`config.mk`:
```
export PLATFORM = sky130hd
export DESIGN_NAME = idma_noc_read_bridge
export DESIGN_NICKNAME = d
export VERILOG_FILES = /design/src/rtl/dma_pkg.sv /design/src/rtl/noc_pkg.sv /design/src/rtl/read_tag_if.sv /design/src/rtl/idma_noc_read_bridge.sv /design/src/rtl/read_req_decoder.sv /design/src/rtl/read_return_seq.sv /design/src/rtl/read_tag_fifo.sv
export SDC_FILE = /design/constraint.sdc
export NUM_CORES = 1
export LEC_CHECK = 0
export BUFFER_PORTS_ARGS = -buffer_cell sky130_fd_sc_hd__buf_4
export CORE_AREA = 5 5 469 471
export CTS_CLUSTER_DIAMETER = 60
export DETAILED_ROUTE_END_ITERATION = 8
export DIE_AREA = 0 0 474 476
export MAX_ROUTING_LAYER = met4
export PLACE_DENSITY_LB_ADDON = 0.12
export SLEW_MARGIN = 0
export SYNTH_ARGS = -nofsm -noshare
export SYNTH_HDL_FRONTEND = slang
export SYNTH_SLANG_ARGS = --single-unit
```
`constraint.sdc`:
```
create_clock -name clk -period 3.4 [get_ports clk]
set_input_delay 0.68 -clock clk [delete_from_list [all_inputs] [get_ports clk]]
set_output_delay 0.68 -clock clk [all_outputs]
set_load 0.02 [all_outputs]
```
`src/rtl/dma_pkg.sv`:
```
/*
 * iDMA side definitions
 * request widths and the beat to word conversion
 */
package dma_pkg;

  // beats of 256 bits per request
  typedef logic [12:0] beat_num_t;

  // offset counts 256-byte units
  localparam int ADDR_SHIFT = 8;

  // 256-bit beat holds 8 words of 32 bits
  localparam int WORD_SHIFT = 3;

  localparam int RD_NUM_W = 32;

endpackage

```
`src/rtl/noc_pkg.sv`:
```
/*
 * NoC side definitions for the read bridge
 * flit field positions, mesh node ids, return header layout and FSM states
 */
package noc_pkg;

  localparam int FLIT_W = 256;

  // ============================
  // request flit fields
  // ============================
  localparam int NODE_ID_LSB   = 7;
  localparam int NODE_ID_MSB   = 10;
  localparam int TAG_LSB       = 7;
  localparam int TAG_MSB       = 18;
  localparam int RESP_FLAG_BIT = 5;
  localparam int OFFSET_LSB    = 19;
  localparam int OFFSET_MSB    = 43;
  localparam int NUM_LSB       = 69;
  localparam int NUM_MSB       = 81;
  // set selects the group base
  localparam int GROUP_SEL_BIT = 254;

  // ============================
  // node map
  // ============================
  // 4x4 mesh, row 0 at the bottom
  //   12 13 14 15
  //    8  9 10 11
  //    4  5  6  7
  //    0  1  2  3
  localparam int NUM_SLOTS = 6;

  typedef logic [3:0] node_id_t;

  localparam node_id_t left_ids  [NUM_SLOTS] = '{4'd0, 4'd1, 4'd4, 4'd5, 4'd8, 4'd9};
  localparam node_id_t right_ids [NUM_SLOTS] = '{4'd2, 4'd3, 4'd6, 4'd7, 4'd10, 4'd11};

  // ============================
  // return header
  // ============================
  typedef logic [11:0] tag_t;

  localparam int HDR_MARK_BIT = 12;
  localparam int HDR_FLAG_BIT = 13;

  typedef enum logic [1:0] {
    IDLE,
    SEND_HEAD,
    SEND_DATA
  } return_state_e;

endpackage

```
`src/rtl/read_tag_if.sv`:
```
/*
 * return tag channel
 * one pending read header with its beat count, valid/ready handshake
 */
interface read_tag_if;
  import noc_pkg::*;
  import dma_pkg::*;

  logic      valid;
  logic      ready;
  tag_t      tag;
  logic      resp_flag;
  beat_num_t num;

  modport src (
    output valid,
    output tag,
    output resp_flag,
    output num,
    input  ready
  );

  modport dst (
    input  valid,
    input  tag,
    input  resp_flag,
    input  num,
    output ready
  );

endinterface

```
`src/rtl/idma_noc_read_bridge.sv`:
```
/*
 * NoC to iDMA read bridge
 * decodes NoC read requests into iDMA reads and returns the data as NoC flits
 */
module idma_noc_read_bridge #(
  parameter int ADDR_WIDTH = 32,
  parameter int DATA_WIDTH = 256,
  parameter int TAG_DEPTH  = 16
) (
  input  logic                         clk,
  input  logic                         rst_n,

  // base address config
  input  logic [ADDR_WIDTH-1:0]        base_addr_0,
  input  logic [ADDR_WIDTH-1:0]        base_addr_1,
  input  logic [ADDR_WIDTH-1:0]        base_addr_2,
  input  logic [ADDR_WIDTH-1:0]        base_addr_3,
  input  logic [ADDR_WIDTH-1:0]        base_addr_4,
  input  logic [ADDR_WIDTH-1:0]        base_addr_5,
  input  logic [ADDR_WIDTH-1:0]        group_base_addr_0,
  input  logic [ADDR_WIDTH-1:0]        group_base_addr_1,
  input  logic [ADDR_WIDTH-1:0]        group_base_addr_2,
  input  logic [ADDR_WIDTH-1:0]        group_base_addr_3,
  input  logic [ADDR_WIDTH-1:0]        group_base_addr_4,
  input  logic [ADDR_WIDTH-1:0]        group_base_addr_5,

  // NoC control channel in
  input  logic                         ctrl_in_valid,
  input  logic [noc_pkg::FLIT_W-1:0]   ctrl_in_flit,
  output logic                         ctrl_in_ready,

  // iDMA read
  output logic                         rd_req,
  output logic [ADDR_WIDTH-1:0]        rd_addr,
  output logic [dma_pkg::RD_NUM_W-1:0] rd_num,
  input  logic                         rd_addr_ready,
  input  logic                         rd_data_valid,
  input  logic [DATA_WIDTH-1:0]        rd_data,
  output logic                         rd_data_ready,

  // NoC data channel out
  output logic                         data_out_valid,
  output logic [DATA_WIDTH-1:0]        data_out_flit,
  output logic                         data_out_last,
  input  logic                         data_out_ready
);
  import noc_pkg::*;

  logic [ADDR_WIDTH-1:0] base_addr_arr       [NUM_SLOTS];
  logic [ADDR_WIDTH-1:0] group_base_addr_arr [NUM_SLOTS];

  assign base_addr_arr = '{base_addr_0, base_addr_1, base_addr_2,
                           base_addr_3, base_addr_4, base_addr_5};
  assign group_base_addr_arr = '{group_base_addr_0, group_base_addr_1, group_base_addr_2,
                                 group_base_addr_3, group_base_addr_4, group_base_addr_5};

  read_tag_if dec_tag ();
  read_tag_if seq_tag ();

  read_req_decoder #(
    .ADDR_WIDTH (ADDR_WIDTH)
  ) u_decoder (
    .clk             (clk),
    .rst_n           (rst_n),
    .base_addr       (base_addr_arr),
    .group_base_addr (group_base_addr_arr),
    .ctrl_in_valid   (ctrl_in_valid),
    .ctrl_in_flit    (ctrl_in_flit),
    .ctrl_in_ready   (ctrl_in_ready),
    .rd_req          (rd_req),
    .rd_addr         (rd_addr),
    .rd_num          (rd_num),
    .rd_addr_ready   (rd_addr_ready),
    .tag_out         (dec_tag.src)
  );

  read_tag_fifo #(
    .TAG_DEPTH (TAG_DEPTH)
  ) u_tag_fifo (
    .clk     (clk),
    .rst_n   (rst_n),
    .tag_in  (dec_tag.dst),
    .tag_out (seq_tag.src)
  );

  read_return_seq #(
    .DATA_WIDTH (DATA_WIDTH)
  ) u_return_seq (
    .clk            (clk),
    .rst_n          (rst_n),
    .tag_in         (seq_tag.dst),
    .rd_data_valid  (rd_data_valid),
    .rd_data        (rd_data),
    .rd_data_ready  (rd_data_ready),
    .data_out_valid (data_out_valid),
    .data_out_flit  (data_out_flit),
    .data_out_last  (data_out_last),
    .data_out_ready (data_out_ready)
  );

endmodule

```
`src/rtl/read_req_decoder.sv`:
```
/*
 * read request decoder
 * maps the requester node to a base address and registers the iDMA read request
 */
module read_req_decoder #(
  parameter int ADDR_WIDTH = 32
) (
  input  logic                          clk,
  input  logic                          rst_n,
  input  logic [ADDR_WIDTH-1:0]         base_addr       [noc_pkg::NUM_SLOTS],
  input  logic [ADDR_WIDTH-1:0]         group_base_addr [noc_pkg::NUM_SLOTS],
  input  logic                          ctrl_in_valid,
  input  logic [noc_pkg::FLIT_W-1:0]    ctrl_in_flit,
  output logic                          ctrl_in_ready,
  output logic                          rd_req,
  output logic [ADDR_WIDTH-1:0]         rd_addr,
  output logic [dma_pkg::RD_NUM_W-1:0]  rd_num,
  input  logic                          rd_addr_ready,
  read_tag_if.src                       tag_out
);
  import noc_pkg::*;
  import dma_pkg::*;

  node_id_t                   node_id;
  logic [OFFSET_MSB-OFFSET_LSB:0] offset;
  beat_num_t                  req_num;
  logic [ADDR_WIDTH-1:0]      slot_base;
  logic [ADDR_WIDTH-1:0]      slot_group_base;
  logic [ADDR_WIDTH-1:0]      req_addr;
  logic                       req_free;
  logic                       ctrl_in_hs;

  // ============================
  // field decode
  // ============================
  assign node_id = ctrl_in_flit[NODE_ID_MSB:NODE_ID_LSB];
  assign offset  = ctrl_in_flit[OFFSET_MSB:OFFSET_LSB];
  assign req_num = ctrl_in_flit[NUM_MSB:NUM_LSB];

  // unmapped nodes fall back to address 0
  always_comb begin
    slot_base       = '0;
    slot_group_base = '0;
    for (int k = 0; k < NUM_SLOTS; k++) begin
      if (node_id == left_ids[k] || node_id == right_ids[k]) begin
        slot_base       = base_addr[k];
        slot_group_base = group_base_addr[k];
      end
    end
  end

  // only the low ADDR_WIDTH-8 offset bits reach the address
  assign req_addr = (ctrl_in_flit[GROUP_SEL_BIT] ? slot_group_base : slot_base)
                  + (ADDR_WIDTH'(offset) << ADDR_SHIFT);

  // ============================
  // handshake
  // ============================
  // request stage free, or its content leaves this cycle
  assign req_free      = !rd_req || rd_addr_ready;
  assign ctrl_in_ready = tag_out.ready && req_free;
  assign ctrl_in_hs    = ctrl_in_valid && ctrl_in_ready;

  // tag goes to the buffer on the same edge as the request load
  assign tag_out.valid     = ctrl_in_valid && req_free;
  assign tag_out.tag       = ctrl_in_flit[TAG_MSB:TAG_LSB];
  assign tag_out.resp_flag = ctrl_in_flit[RESP_FLAG_BIT];
  assign tag_out.num       = req_num;

  // ============================
  // iDMA request register
  // ============================
  always_ff @(posedge clk or negedge rst_n) begin
    if (!rst_n) begin
      rd_req <= 1'b0;
    end else if (ctrl_in_hs) begin
      rd_req <= 1'b1;
    end else if (rd_addr_ready) begin
      rd_req <= 1'b0;
    end
  end

  always_ff @(posedge clk) begin
    if (ctrl_in_hs) begin
      rd_addr <= req_addr;
      // beats to 32-bit words
      rd_num  <= RD_NUM_W'(req_num) << WORD_SHIFT;
    end
  end

endmodule

```
`src/rtl/read_return_seq.sv`:
```
/*
 * read return sequencer
 * sends the header flit, then the iDMA data beats, on the NoC data channel
 */
module read_return_seq #(
  parameter int DATA_WIDTH = 256
) (
  input  logic                  clk,
  input  logic                  rst_n,
  read_tag_if.dst               tag_in,
  input  logic                  rd_data_valid,
  input  logic [DATA_WIDTH-1:0] rd_data,
  output logic                  rd_data_ready,
  output logic                  data_out_valid,
  output logic [DATA_WIDTH-1:0] data_out_flit,
  output logic                  data_out_last,
  input  logic                  data_out_ready
);
  import noc_pkg::*;
  import dma_pkg::*;

  return_state_e         state;
  return_state_e         state_next;
  beat_num_t             num_q;
  beat_num_t             beat_cnt;
  logic                  out_free;
  logic                  pop;
  logic                  beat_hs;
  logic                  final_beat;
  logic [DATA_WIDTH-1:0] head_flit;

  // output register empty or draining this cycle
  assign out_free = !data_out_valid || data_out_ready;

  assign tag_in.ready  = (state == IDLE) && out_free;
  assign pop           = tag_in.valid && tag_in.ready;
  assign rd_data_ready = (state == SEND_DATA) && out_free;
  assign beat_hs       = rd_data_valid && rd_data_ready;
  assign final_beat    = (beat_cnt == beat_num_t'(num_q - 1'b1));

  always_comb begin
    head_flit                     = '0;
    head_flit[$bits(tag_t)-1:0]   = tag_in.tag;
    head_flit[HDR_MARK_BIT]       = 1'b1;
    head_flit[HDR_FLAG_BIT]       = tag_in.resp_flag;
  end

  // ============================
  // FSM
  // ============================
  always_comb begin
    state_next = state;
    case (state)
      IDLE: begin
        if (pop) begin
          state_next = SEND_HEAD;
        end
      end
      // wait for the header to leave
      SEND_HEAD: begin
        if (out_free) begin
          state_next = SEND_DATA;
        end
      end
      SEND_DATA: begin
        if (beat_hs && final_beat) begin
          state_next = IDLE;
        end
      end
      default: state_next = IDLE;
    endcase
  end

  always_ff @(posedge clk or negedge rst_n) begin
    if (!rst_n) begin
      state    <= IDLE;
      num_q    <= '0;
      beat_cnt <= '0;
    end else begin
      state <= state_next;
      if (pop) begin
        num_q    <= tag_in.num;
        beat_cnt <= '0;
      end else if (beat_hs) begin
        beat_cnt <= final_beat ? '0 : beat_cnt + 1'b1;
      end
    end
  end

  // ============================
  // output flit register
  // ============================
  always_ff @(posedge clk or negedge rst_n) begin
    if (!rst_n) begin
      data_out_valid <= 1'b0;
      data_out_last  <= 1'b0;
    end else if (pop) begin
      data_out_valid <= 1'b1;
      data_out_last  <= 1'b0;
    end else if (beat_hs) begin
      data_out_valid <= 1'b1;
      data_out_last  <= final_beat;
    end else if (data_out_ready) begin
      data_out_valid <= 1'b0;
    end
  end

  always_ff @(posedge clk) begin
    if (pop) begin
      data_out_flit <= head_flit;
    end else if (beat_hs) begin
      data_out_flit <= rd_data;
    end
  end

endmodule

```
`src/rtl/read_tag_fifo.sv`:
```
/*
 * pending return tag queue
 * circular buffer, tags leave in arrival order
 */
module read_tag_fifo #(
  parameter int TAG_DEPTH = 16
) (
  input  logic    clk,
  input  logic    rst_n,
  read_tag_if.dst tag_in,
  read_tag_if.src tag_out
);
  import noc_pkg::*;
  import dma_pkg::*;

  localparam int PTR_W = (TAG_DEPTH > 1) ? $clog2(TAG_DEPTH) : 1;
  localparam int CNT_W = $clog2(TAG_DEPTH + 1);

  tag_t       tag_mem  [TAG_DEPTH];
  logic       flag_mem [TAG_DEPTH];
  beat_num_t  num_mem  [TAG_DEPTH];

  logic [PTR_W-1:0] wr_ptr;
  logic [PTR_W-1:0] rd_ptr;
  logic [CNT_W-1:0] count;
  logic [CNT_W-1:0] count_next;
  logic             not_full;
  logic             push;
  logic             pop;

  assign push = tag_in.valid && tag_in.ready;
  assign pop  = tag_out.valid && tag_out.ready;

  assign count_next = count + CNT_W'(push) - CNT_W'(pop);

  // registered so ready stays low while in reset
  assign tag_in.ready = not_full;

  always_ff @(posedge clk or negedge rst_n) begin
    if (!rst_n) begin
      wr_ptr   <= '0;
      rd_ptr   <= '0;
      count    <= '0;
      not_full <= 1'b0;
    end else begin
      if (push) begin
        wr_ptr <= (wr_ptr == PTR_W'(TAG_DEPTH - 1)) ? '0 : wr_ptr + 1'b1;
      end
      if (pop) begin
        rd_ptr <= (rd_ptr == PTR_W'(TAG_DEPTH - 1)) ? '0 : rd_ptr + 1'b1;
      end
      count    <= count_next;
      not_full <= (count_next != CNT_W'(TAG_DEPTH));
    end
  end

  always_ff @(posedge clk) begin
    if (push) begin
      tag_mem[wr_ptr]  <= tag_in.tag;
      flag_mem[wr_ptr] <= tag_in.resp_flag;
      num_mem[wr_ptr]  <= tag_in.num;
    end
  end

  // head entry, shows the cycle after its push
  assign tag_out.valid     = (count != '0);
  assign tag_out.tag       = tag_mem[rd_ptr];
  assign tag_out.resp_flag = flag_mem[rd_ptr];
  assign tag_out.num       = num_mem[rd_ptr];

endmodule

```
==> summary.txt, run 1 <==
status: finished with violations
failing checks: negative setup slack
clk_skew: 0.0762 ns
first-pass GRT wire length: 215,000 um
kind of critical path: input port to register
chip height: 476 um
Post-Syn Area: 32,800 um^2
post-route cell area: 49,700 um^2
Synth Area in Compound Gates: 0.0892
clk slew on worst S/H paths: 0.06 ns
drt pass-1 iters: 5
Mean Syn Cell Area: 12.9 um^2
Main synth FF type: edfxtp_1
HP Class: input port to register
largest family of logic cells by synthesized area: multiplexers
H-tree depth: 3
Peak Freq: 0.293 GHz
final cell count without fillers: 6,695
drt wl/cell: 24.1 um
Seq cells post-synth: 762
largest stage delay on the critical path: 0.41 ns
Post-DP Area: 45,500 um^2
Adder-Cell Fraction of Synth Area: 0.0154
min-delay src: rd_data[12]
peak supply drop: 516 uV
DRC viols: 0
crit share post-route: 1.00
share of flip-flops with an asynchronous set or reset: 0.0591
Hold WS: 0.123 ns
crit path max-delay cell type: a221o_2
width of the die: 474 um
Final setup viols: 3
share of cells above drive strength 1: 0.447
crit path DAT: 3.83 ns
post-synthesis sequential area ratio: 0.618
Slew Limit Headroom: 0.151
R2R Setup Slk: 0.18 ns
post-synthesis simple-gate area fraction: 0.0904
Final Net Count: 4,675
Placer Congestion: 0.800
Fin. Hold Viols: 0
clk sink count: 762
worst path required time: 3.82 ns
drt initial violations: 1,401
overall routing resource usage: 0.138
Total Power: 39,700 uW
max-slew violations: 0
vias post-DR: 25,600
worst slew pin tran: 1.27 ns
Syn Inst Count: 2,545
Reg2Reg Launch Point: u_return_seq.num_q[1]$_DFFE_PN0P_
Root Driver: clkbuf_16
IO Pins: 1,227
cell total after placement: 6,464
std cell rows: 171
Fill cells: 23,200
Setup crit end kind: register
IO buf count: 1,002
vias in the first global route: 26,500
Bufs on Longest Clock Path: 3
clock latency on the worst-skew pair: 0.75 ns
worst-path cell chain: buf_16 -> clkbuf_16 -> buf_4 -> mux2i_1 -> buf_4 -> a21oi_1 -> a221oi_1 -> a21oi_1 -> a221o_2 -> ha_4 -> nand2_1 -> o21ai_0 -> a22oi_2 -> a211o_1 -> o21ai_1 -> xnor2_1
yosys warns: 0
Total Routed Length: 161,000 um
CP Max Fanout: 7
Cell Pwr Density: 799 nW/um^2
CTS tree: done
largest net degree at the start of global routing: 207
Worst Setup SP: ctrl_in_flit[7]
initial core utilization: 0.152
XOR/XNOR Fraction of Synth Area: 0.0110
post-synth cell types: 66
MaxCap Viol Count: 0
CTS buffer count: 109
RSZ-0062 raised after global routing: true
Pleak: 0.0190 uW
fin worst setup slack: -0.0121 ns
post-DP HPWL: 119,000 um
initial antenna violation count: 27
global route overflow: 0
post-synthesis mux area share: 0.147
Post-synth EDFFs: 474
Tmin final: 3.41 ns
crit path launch type: input port
Setup WS pre-CTS: -0.955 ns
core area: 216,000 um^2
Syn-to-layout area delta: 51.8%
die area: 226,000 um^2
Antenna Nets Post-Route: 0
vias per inst: 3.83
cells by family (layout without fill, tap and decap cells):
logic type	after synthesis	after routing
adder cells (fa/ha/maj)	39	39
AND/OR/NAND/NOR	723	723
flip-flops	762	762
XOR/XNOR	41	41
AO/OA/AOI/OAI	507	507
other	1	36
multiplexers	249	249
buffers and inverters	223	1484
where the power goes:
group	internal [uW]	switching, uW	total [uW]
sequential	12000	1280	13300
combinational	6310	8480	14800
clock	6980	4660	11600
total	25300	14400	39700
per-stage QoR:
| stage | TNS, ns | utilization |
|---|---|---|
| 2_1_floorplan | -2.12 | - |
| 3_5_place_dp | -11.33 | 0.211 |
| 5_1_grt | -0.107 | 0.231 |
| 6_report | -0.0173 | 0.231 |
| 4_1_cts | -0.00480 | 0.229 |
| 3_3_place_gp | -11.77 | 0.211 |
cells in the mapped netlist, drive strengths merged, types with 20 or more instances:
| cell type | n | area share |
|---|---|---|
| a21oi | 69 | 0.011 |
| nand3 | 20 | 0.0031 |
| mux4 | 184 | 0.13 |
| dfrtp | 45 | 0.034 |
| nand2 | 564 | 0.065 |
| o21ai | 316 | 0.048 |
| inv | 34 | 0.0039 |
| ha | 37 | 0.014 |
| buf | 43 | 0.0081 |
| dfxtp | 243 | 0.15 |
| clkbuf | 144 | 0.017 |
| mux2 | 20 | 0.0069 |
| nor2 | 58 | 0.0068 |
| edfxtp | 474 | 0.43 |
| mux2i | 45 | 0.014 |
| xnor2 | 36 | 0.0096 |
layout make-up:
cell class / instances / area (um^2) / area share
Multi-Input combinational cell: 1578 / 12000 / 0.241
Sequential cell: 762 / 20200 / 0.407
Antenna cell: 17 / 42.5 / 0.000855
Tap cell: 2854 / 3570 / 0.0718
Inverter: 34 / 129 / 0.00259
Clock buffer: 133 / 2950 / 0.0594
Clock inverter: 68 / 768 / 0.0154
Timing Repair Buffer: 1249 / 10000 / 0.202
layer usage:
metal,share of wire,track usage
met1,0.41,0.164
met2,0.49,0.227
met3,0.074,0.0402
met4,0.025,0.0419
met5,0,-
cells in the final DEF, fill, tap and decap left out, types with 18 or more instances in the layout:
cell type	synthesis	final
a21oi_1	69	57
a22o_1	18	18
buf_12	1	43
buf_4	19	1193
clkbuf_16	0	114
conb_1	1	19
dfrtp_1	45	41
dfxtp_1	243	243
edfxtp_1	474	474
ha_1	37	32
inv_1	33	30
mux2_2	20	20
mux2i_1	45	39
mux4_2	184	184
nand2_1	564	562
nand3_1	20	19
nor2_1	56	55
o21ai_0	316	308
xnor2_1	36	36
worst max-delay path: cells and delay by family:
kind                     cells  cell delay [ns]
AO/OA/AOI/OAI                8             1.80
XOR/XNOR                     1             0.09
adder cells (fa/ha/maj)      1             0.32
buffers and inverters        4             0.62
multiplexers                 1             0.21
AND/OR/NAND/NOR              1             0.07
path summary, 6_finish.rpt:
| kind | end | cells past startpoint |
|---|---|---|
| worst max-delay path | u_decoder.rd_addr[31]$_DFFE_PP_ | 16 |
| worst min-delay path | u_return_seq.data_out_flit[12]$_SDFFE_PP1P_ | 3 |
| worst max register to register | u_return_seq.beat_cnt[4]$_DFFE_PN0P_ | 12 |
| worst min register to register | u_return_seq.data_out_flit[155]$_SDFFE_PP0P_ | 2 |
| max in group asynchronous | u_tag_fifo.rd_ptr[1]$_DFFE_PN0P_ | 2 |
| min in group asynchronous | u_tag_fifo.count[0]$_DFF_PN0_ | 2 |
state kept, by name (all words and copies together), names as in the netlist, 2 cells and up:
name / flops
u_decoder.rd_num: 13
u_decoder.rd_addr: 32
u_tag_fifo.flag_mem: 16
u_tag_fifo.tag_mem: 192
u_return_seq.state: 2
u_tag_fifo.num_mem: 208
u_tag_fifo.wr_ptr: 4
u_return_seq.data_out_flit: 256
u_tag_fifo.rd_ptr: 4
u_return_seq.beat_cnt: 13
u_tag_fifo.count: 5
u_return_seq.num_q: 13
what timing repair did:
item / in CTS / in global routing
gates resized for setup: 18 / 45
hold buffers: 1 / 0
pin swaps: 5 / 29
endpoints found under the hold margin: 37 / 0
setup endpoints to repair: 10 / 20
cloned: 1 / 2
setup buffers: 1 / 10
(Power assumes the default switching activity.)
==> run 2, diff against run 1 <==
Settings changed: CTS_BUF_LIST set to sky130_fd_sc_hd__clkbuf_16.
==> summary.txt, run 2 (synthesis gave the netlist of run 1 again) <==
R2R Setup Slk: 0.18 ns
RSZ-0062 raised after global routing: true
DRC viols: 0
Setup WS pre-CTS: -0.955 ns
fin worst setup slack: 0.0225 ns
Fin. Hold Viols: 0
Total Routed Length: 161,000 um
die area: 226,000 um^2
Top Registers: u_return_seq.data_out_flit (256), u_tag_fifo.num_mem (208), u_tag_fifo.tag_mem (192)
final cell count without fillers: 6,695
drt pass-1 iters: 5
Final Core Density: 0.230
drt initial violations: 1,442
drt wl/cell: 24.1 um
Peak Freq: 0.296 GHz
max FFs per register: 256
first-pass GRT wire length: 215,000 um
IO buf count: 1,002
status: finished clean
most flop-heavy register: u_return_seq.data_out_flit
Slew Limit Headroom: 0.190
CP Max Fanout: 7
Syn-to-layout area delta: 51.6%
Root Driver: clkbuf_16
most frequent cells in the layout: buf_4, nand2_1, edfxtp_1, o21ai_0, dfxtp_1
overall routing resource usage: 0.138
global route overflow: 0
IO Pins: 1,227
clock latency on the worst-skew pair: 0.75 ns
CTS buffer count: 109
largest net degree at the start of global routing: 207
crit path launch type: input port
crit share post-route: 0.993
MaxCap Viol Count: 0
width of the die: 474 um
crit path DAT: 3.79 ns
H-tree depth: 3
Pleak: 0.0190 uW
Final Net Count: 4,675
Antenna Nets Post-Route: 0
Post-DP Area: 45,500 um^2
Placer Congestion: 0.800
Tmin final: 3.38 ns
clk sink count: 762
post-route cell area: 49,700 um^2
post-DP HPWL: 119,000 um
Cell Pwr Density: 796 nW/um^2
peak supply drop: 513 uV
clk slew on worst S/H paths: 0.06 ns
kind of critical path: input port to register
share of cells above drive strength 1: 0.446
commonest non-fill, non-tap cell in the layout: buf_4
vias post-DR: 25,600
cell total after placement: 6,464
worst path required time: 3.81 ns
Final setup viols: 0
CTS tree: done
initial core utilization: 0.152
worst slew pin tran: 1.21 ns
Bufs on Longest Clock Path: 3
core area: 216,000 um^2
max-slew violations: 0
chip height: 476 um
vias in the first global route: 26,500
initial antenna violation count: 27
Fill cells: 23,200
std cell rows: 171
HP Class: input port to register
clk_skew: 0.0761 ns
vias per inst: 3.82
Setup crit end kind: register
[run 2: cell count changes in the layout (fill, tap and decap cells not counted), sizes merged]
cell / previous run / this run
clkbuf: 135 / 114
inv: 45 / 59
clkinv: 41 / 48
[run 2: worst paths after layout]
| path | endpoint | startpoint | cells after the start |
|---|---|---|---|
| hold reg to reg | u_return_seq.data_out_flit[41]$_SDFFE_PP0P_ | u_return_seq.data_out_flit[41]$_SDFFE_PP0P_ | 2 |
| setup / recovery | u_decoder.rd_addr[28]$_DFFE_PP_ | ctrl_in_flit[7] | 15 |
| setup reg to reg | u_return_seq.beat_cnt[4]$_DFFE_PN0P_ | u_return_seq.num_q[1]$_DFFE_PN0P_ | 12 |
| min in group asynchronous | u_tag_fifo.count[0]$_DFF_PN0_ | rst_n | 2 |
| hold / removal | u_return_seq.data_out_flit[12]$_SDFFE_PP1P_ | rd_data[12] | 3 |
| max in group asynchronous | u_tag_fifo.rd_ptr[1]$_DFFE_PN0P_ | rst_n | 2 |
[run 2: what timing repair did]
action | CTS | global route
pin swaps | 5 | 29
cloned | 1 | 2
endpoints found under the hold margin | 37 | 0
gates resized for setup | 18 | 45
buffers inserted | 1 | 10
hold buffers | 1 | 0
endpoints found under the setup margin | 10 | 20
[run 2: where the power goes]
| group | leakage [uW] | switching [uW] | internal [uW] | total (uW) |
|---|---|---|---|---|
| registers | 0.00686 | 1280 | 12000 | 13300 |
| logic | 0.0104 | 8490 | 6310 | 14800 |
| clock network | 0.00182 | 4660 | 6780 | 11400 |
[run 2: area by class of cell]
class / instances / area (um^2) / share of cell area
Antenna cell: 17 / 42.5 / 0.000857
Clock buffer: 112 / 2800 / 0.0564
Multi-Input combinational cell: 1578 / 12000 / 0.242
Timing Repair Buffer: 1249 / 10000 / 0.202
Sequential cell: 762 / 20200 / 0.407
Inverter: 34 / 129 / 0.00260
Tap cell: 2854 / 3570 / 0.0719
Clock inverter: 89 / 847 / 0.0171
[run 2: routing by layer]
layer  track usage  vias to the layer above  wire length (um)
li1              -                    11800                 -
met1         0.164                    12700             66500
met2         0.228                      894             78700
met3        0.0407                      170             12000
met4        0.0419                        0              4020
met5             -                        -                 0
[run 2: stage by stage]
step | TNS [ns] | power [uW] | hold slack [ns]
3_3_place_gp | -11.77 | 28600 | 0.447
3_5_place_dp | -11.33 | 28500 | 0.453
6_report | 0 | 39500 | 0.121
2_1_floorplan | -2.12 | 20900 | 0.384
4_1_cts | -0.00480 | 40300 | 0.00740
5_1_grt | -0.107 | 41900 | 0.0403
[run 2: worst max-delay path, cell delays in order]
cell and delay (ns):
buf_16 0.13, clkbuf_16 0.19, mux4_2 0.52, mux2i_1 0.15, o21ai_1 0.17, ha_1 0.35, buf_4 0.16, a21o_1 0.14
a21o_1 0.18, a221oi_2 0.30, buf_4 0.18, o2111ai_4 0.12, a31o_2 0.27, a21oi_2 0.14, xnor2_1 0.08
==> run 3, diff against run 2 <==
Settings changed: CORE_AREA 5 5 469 471 to 5 5 480 482, DIE_AREA 0 0 474 476 to 0 0 485 487.
==> summary.txt, run 3 (synthesis gave the netlist of run 1 again) <==
Final setup viols: 0
Placer Congestion: 0.826
chip height: 487 um
Crit path max-delay family: buffers and inverters
status: finished clean
multi-input logic area: 11,900 um^2
most flop-heavy register: u_return_seq.data_out_flit
final cell count without fillers: 6,860
clk slew on worst S/H paths: 0.06 ns
MaxCap Viol Count: 0
worst slew pin tran: 0.980 ns
Total Power: 40,000 uW
first-pass GRT wire length: 221,000 um
kind of critical path: input port to register
IO Pins: 1,227
post-route cell area: 50,000 um^2
std cell rows: 175
HP Class: input port to register
crit path launch type: input port
die area: 236,000 um^2
width of the die: 485 um
most frequent cells in the layout: buf_4, nand2_1, edfxtp_1, o21ai_0, dfxtp_1
max-slew violations: 0
DRC viols: 0
drt initial violations: 1,211
Cell Pwr Density: 799 nW/um^2
Root Driver: clkbuf_16
vias post-DR: 25,500
overall routing resource usage: 0.135
FF/Latch Area: 20,200 um^2
Buf+Inv Stages, Crit Path: 6
largest stage delay on the critical path: 0.52 ns
cell total after placement: 6,598
Total Routed Length: 162,000 um
drt pass-1 iters: 5
peak supply drop: 443 uV
clk_skew: 0.0782 ns
Slew Limit Headroom: 0.341
initial core utilization: 0.145
drt wl/cell: 23.7 um
Fin. Hold Viols: 0
worst path required time: 3.82 ns
Tmin final: 3.37 ns
clk sink count: 762
Bufs on Longest Clock Path: 3
Syn-to-layout area delta: 52.7%
commonest non-fill, non-tap cell in the layout: buf_4
Peak Freq: 0.297 GHz
Post-DP Area: 45,500 um^2
Setup crit end kind: register
Antenna Nets Post-Route: 0
CTS tree: done
crit path max-delay cell type: mux4_2
max FFs per register: 256
worst-path cell chain: buf_12 -> buf_12 -> buf_12 -> buf_12 -> mux4_2 -> mux2i_2 -> o21ai_1 -> buf_4 -> ha_1 -> buf_4 -> nand4_1 -> o2111ai_4 -> nand3_2 -> a221oi_2 -> xor2_1
Top Registers: u_return_seq.data_out_flit (256), u_tag_fifo.num_mem (208), u_tag_fifo.tag_mem (192)
Final Core Density: 0.221
CTS buffer count: 112
Final Net Count: 4,683
CP most frequent cell: buf_12
Fill cells: 24,400
global route overflow: 0
Hold WS: 0.123 ns
H-tree depth: 3
Pleak: 0.0191 uW
largest net degree at the start of global routing: 161
CP Max Fanout: 16
initial antenna violation count: 21
vias in the first global route: 27,100
share of cells above drive strength 1: 0.437
vias per inst: 3.71
RSZ-0062 raised after global routing: true
core area: 226,000 um^2
crit path DAT: 3.79 ns
post-DP HPWL: 121,000 um
IO buf count: 1,002
crit share post-route: 0.990
clock latency on the worst-skew pair: 0.77 ns
run 3: final timing paths:
check / endpoint / slack (ns) / depth (start not counted) / start
min: u_return_seq.data_out_flit[126]$_SDFFE_PP0P_ / 0.12 / 3 / rd_data[126]
max in group asynchronous: u_tag_fifo.wr_ptr[1]$_DFFE_PN0P_ / 2.27 / 2 / rst_n
min in group asynchronous: u_tag_fifo.rd_ptr[3]$_DFFE_PN0P_ / 0.58 / 2 / rst_n
max: u_decoder.rd_addr[30]$_DFFE_PP_ / 0.03 / 15 / ctrl_in_flit[7]
max reg2reg: u_return_seq.beat_cnt[4]$_DFFE_PN0P_ / 0.16 / 11 / u_return_seq.num_q[0]$_DFFE_PN0P_
min reg2reg: u_return_seq.data_out_flit[206]$_SDFFE_PP0P_ / 0.46 / 2 / u_return_seq.data_out_flit[206]$_SDFFE_PP0P_
run 3: final cells by class:
| cell class | instances | share of cell area |
|---|---|---|
| Antenna cell | 14 | 0.000701 |
| Clock inverter | 94 | 0.0195 |
| Inverter | 34 | 0.00258 |
| Timing Repair Buffer | 1254 | 0.201 |
| Tap cell | 3009 | 0.0753 |
| Multi-Input combinational cell | 1578 | 0.239 |
| Clock buffer | 115 | 0.0575 |
| Sequential cell | 762 | 0.405 |
run 3: timing repair:
item                       in CTS  in global routing
gates cloned                    0                  1
setup buffers                   0                  8
hold buffers                   33                  0
setup endpoints to repair       2                 18
pin swaps                       0                 22
resized for setup               3                 49
hold endpoints to repair       66                  0
run 3: power by group:
group	total (uW)	leakage, uW	internal [uW]	switching (uW)
combinational	14700	0.0103	6230	8500
sequential	13300	0.00686	12000	1280
clock	11900	0.00191	7180	4760
total	40000	0.0191	25400	14500
run 3: per-layer routing:
metal  wire length [um]  global-route usage
met5                  0                   -
met4               3690              0.0393
met3              11700              0.0406
met1              66900               0.158
met2              80000               0.224
run 3: stage by stage:
| step | setup TNS (ns) | worst slack (ns) |
|---|---|---|
| 4_1_cts | 0 | 0.000678 |
| 3_3_place_gp | -10.58 | -0.896 |
| 6_report | 0 | 0.0342 |
| 5_1_grt | -0.155 | -0.0409 |
| 2_1_floorplan | -2.12 | -0.394 |
| 3_5_place_dp | -10.14 | -0.876 |
run 3: tightest hold or removal path: stages:
cell,delay (ns)
buf_4,0.08
nand2_1,0.03
o21ai_0,0.06
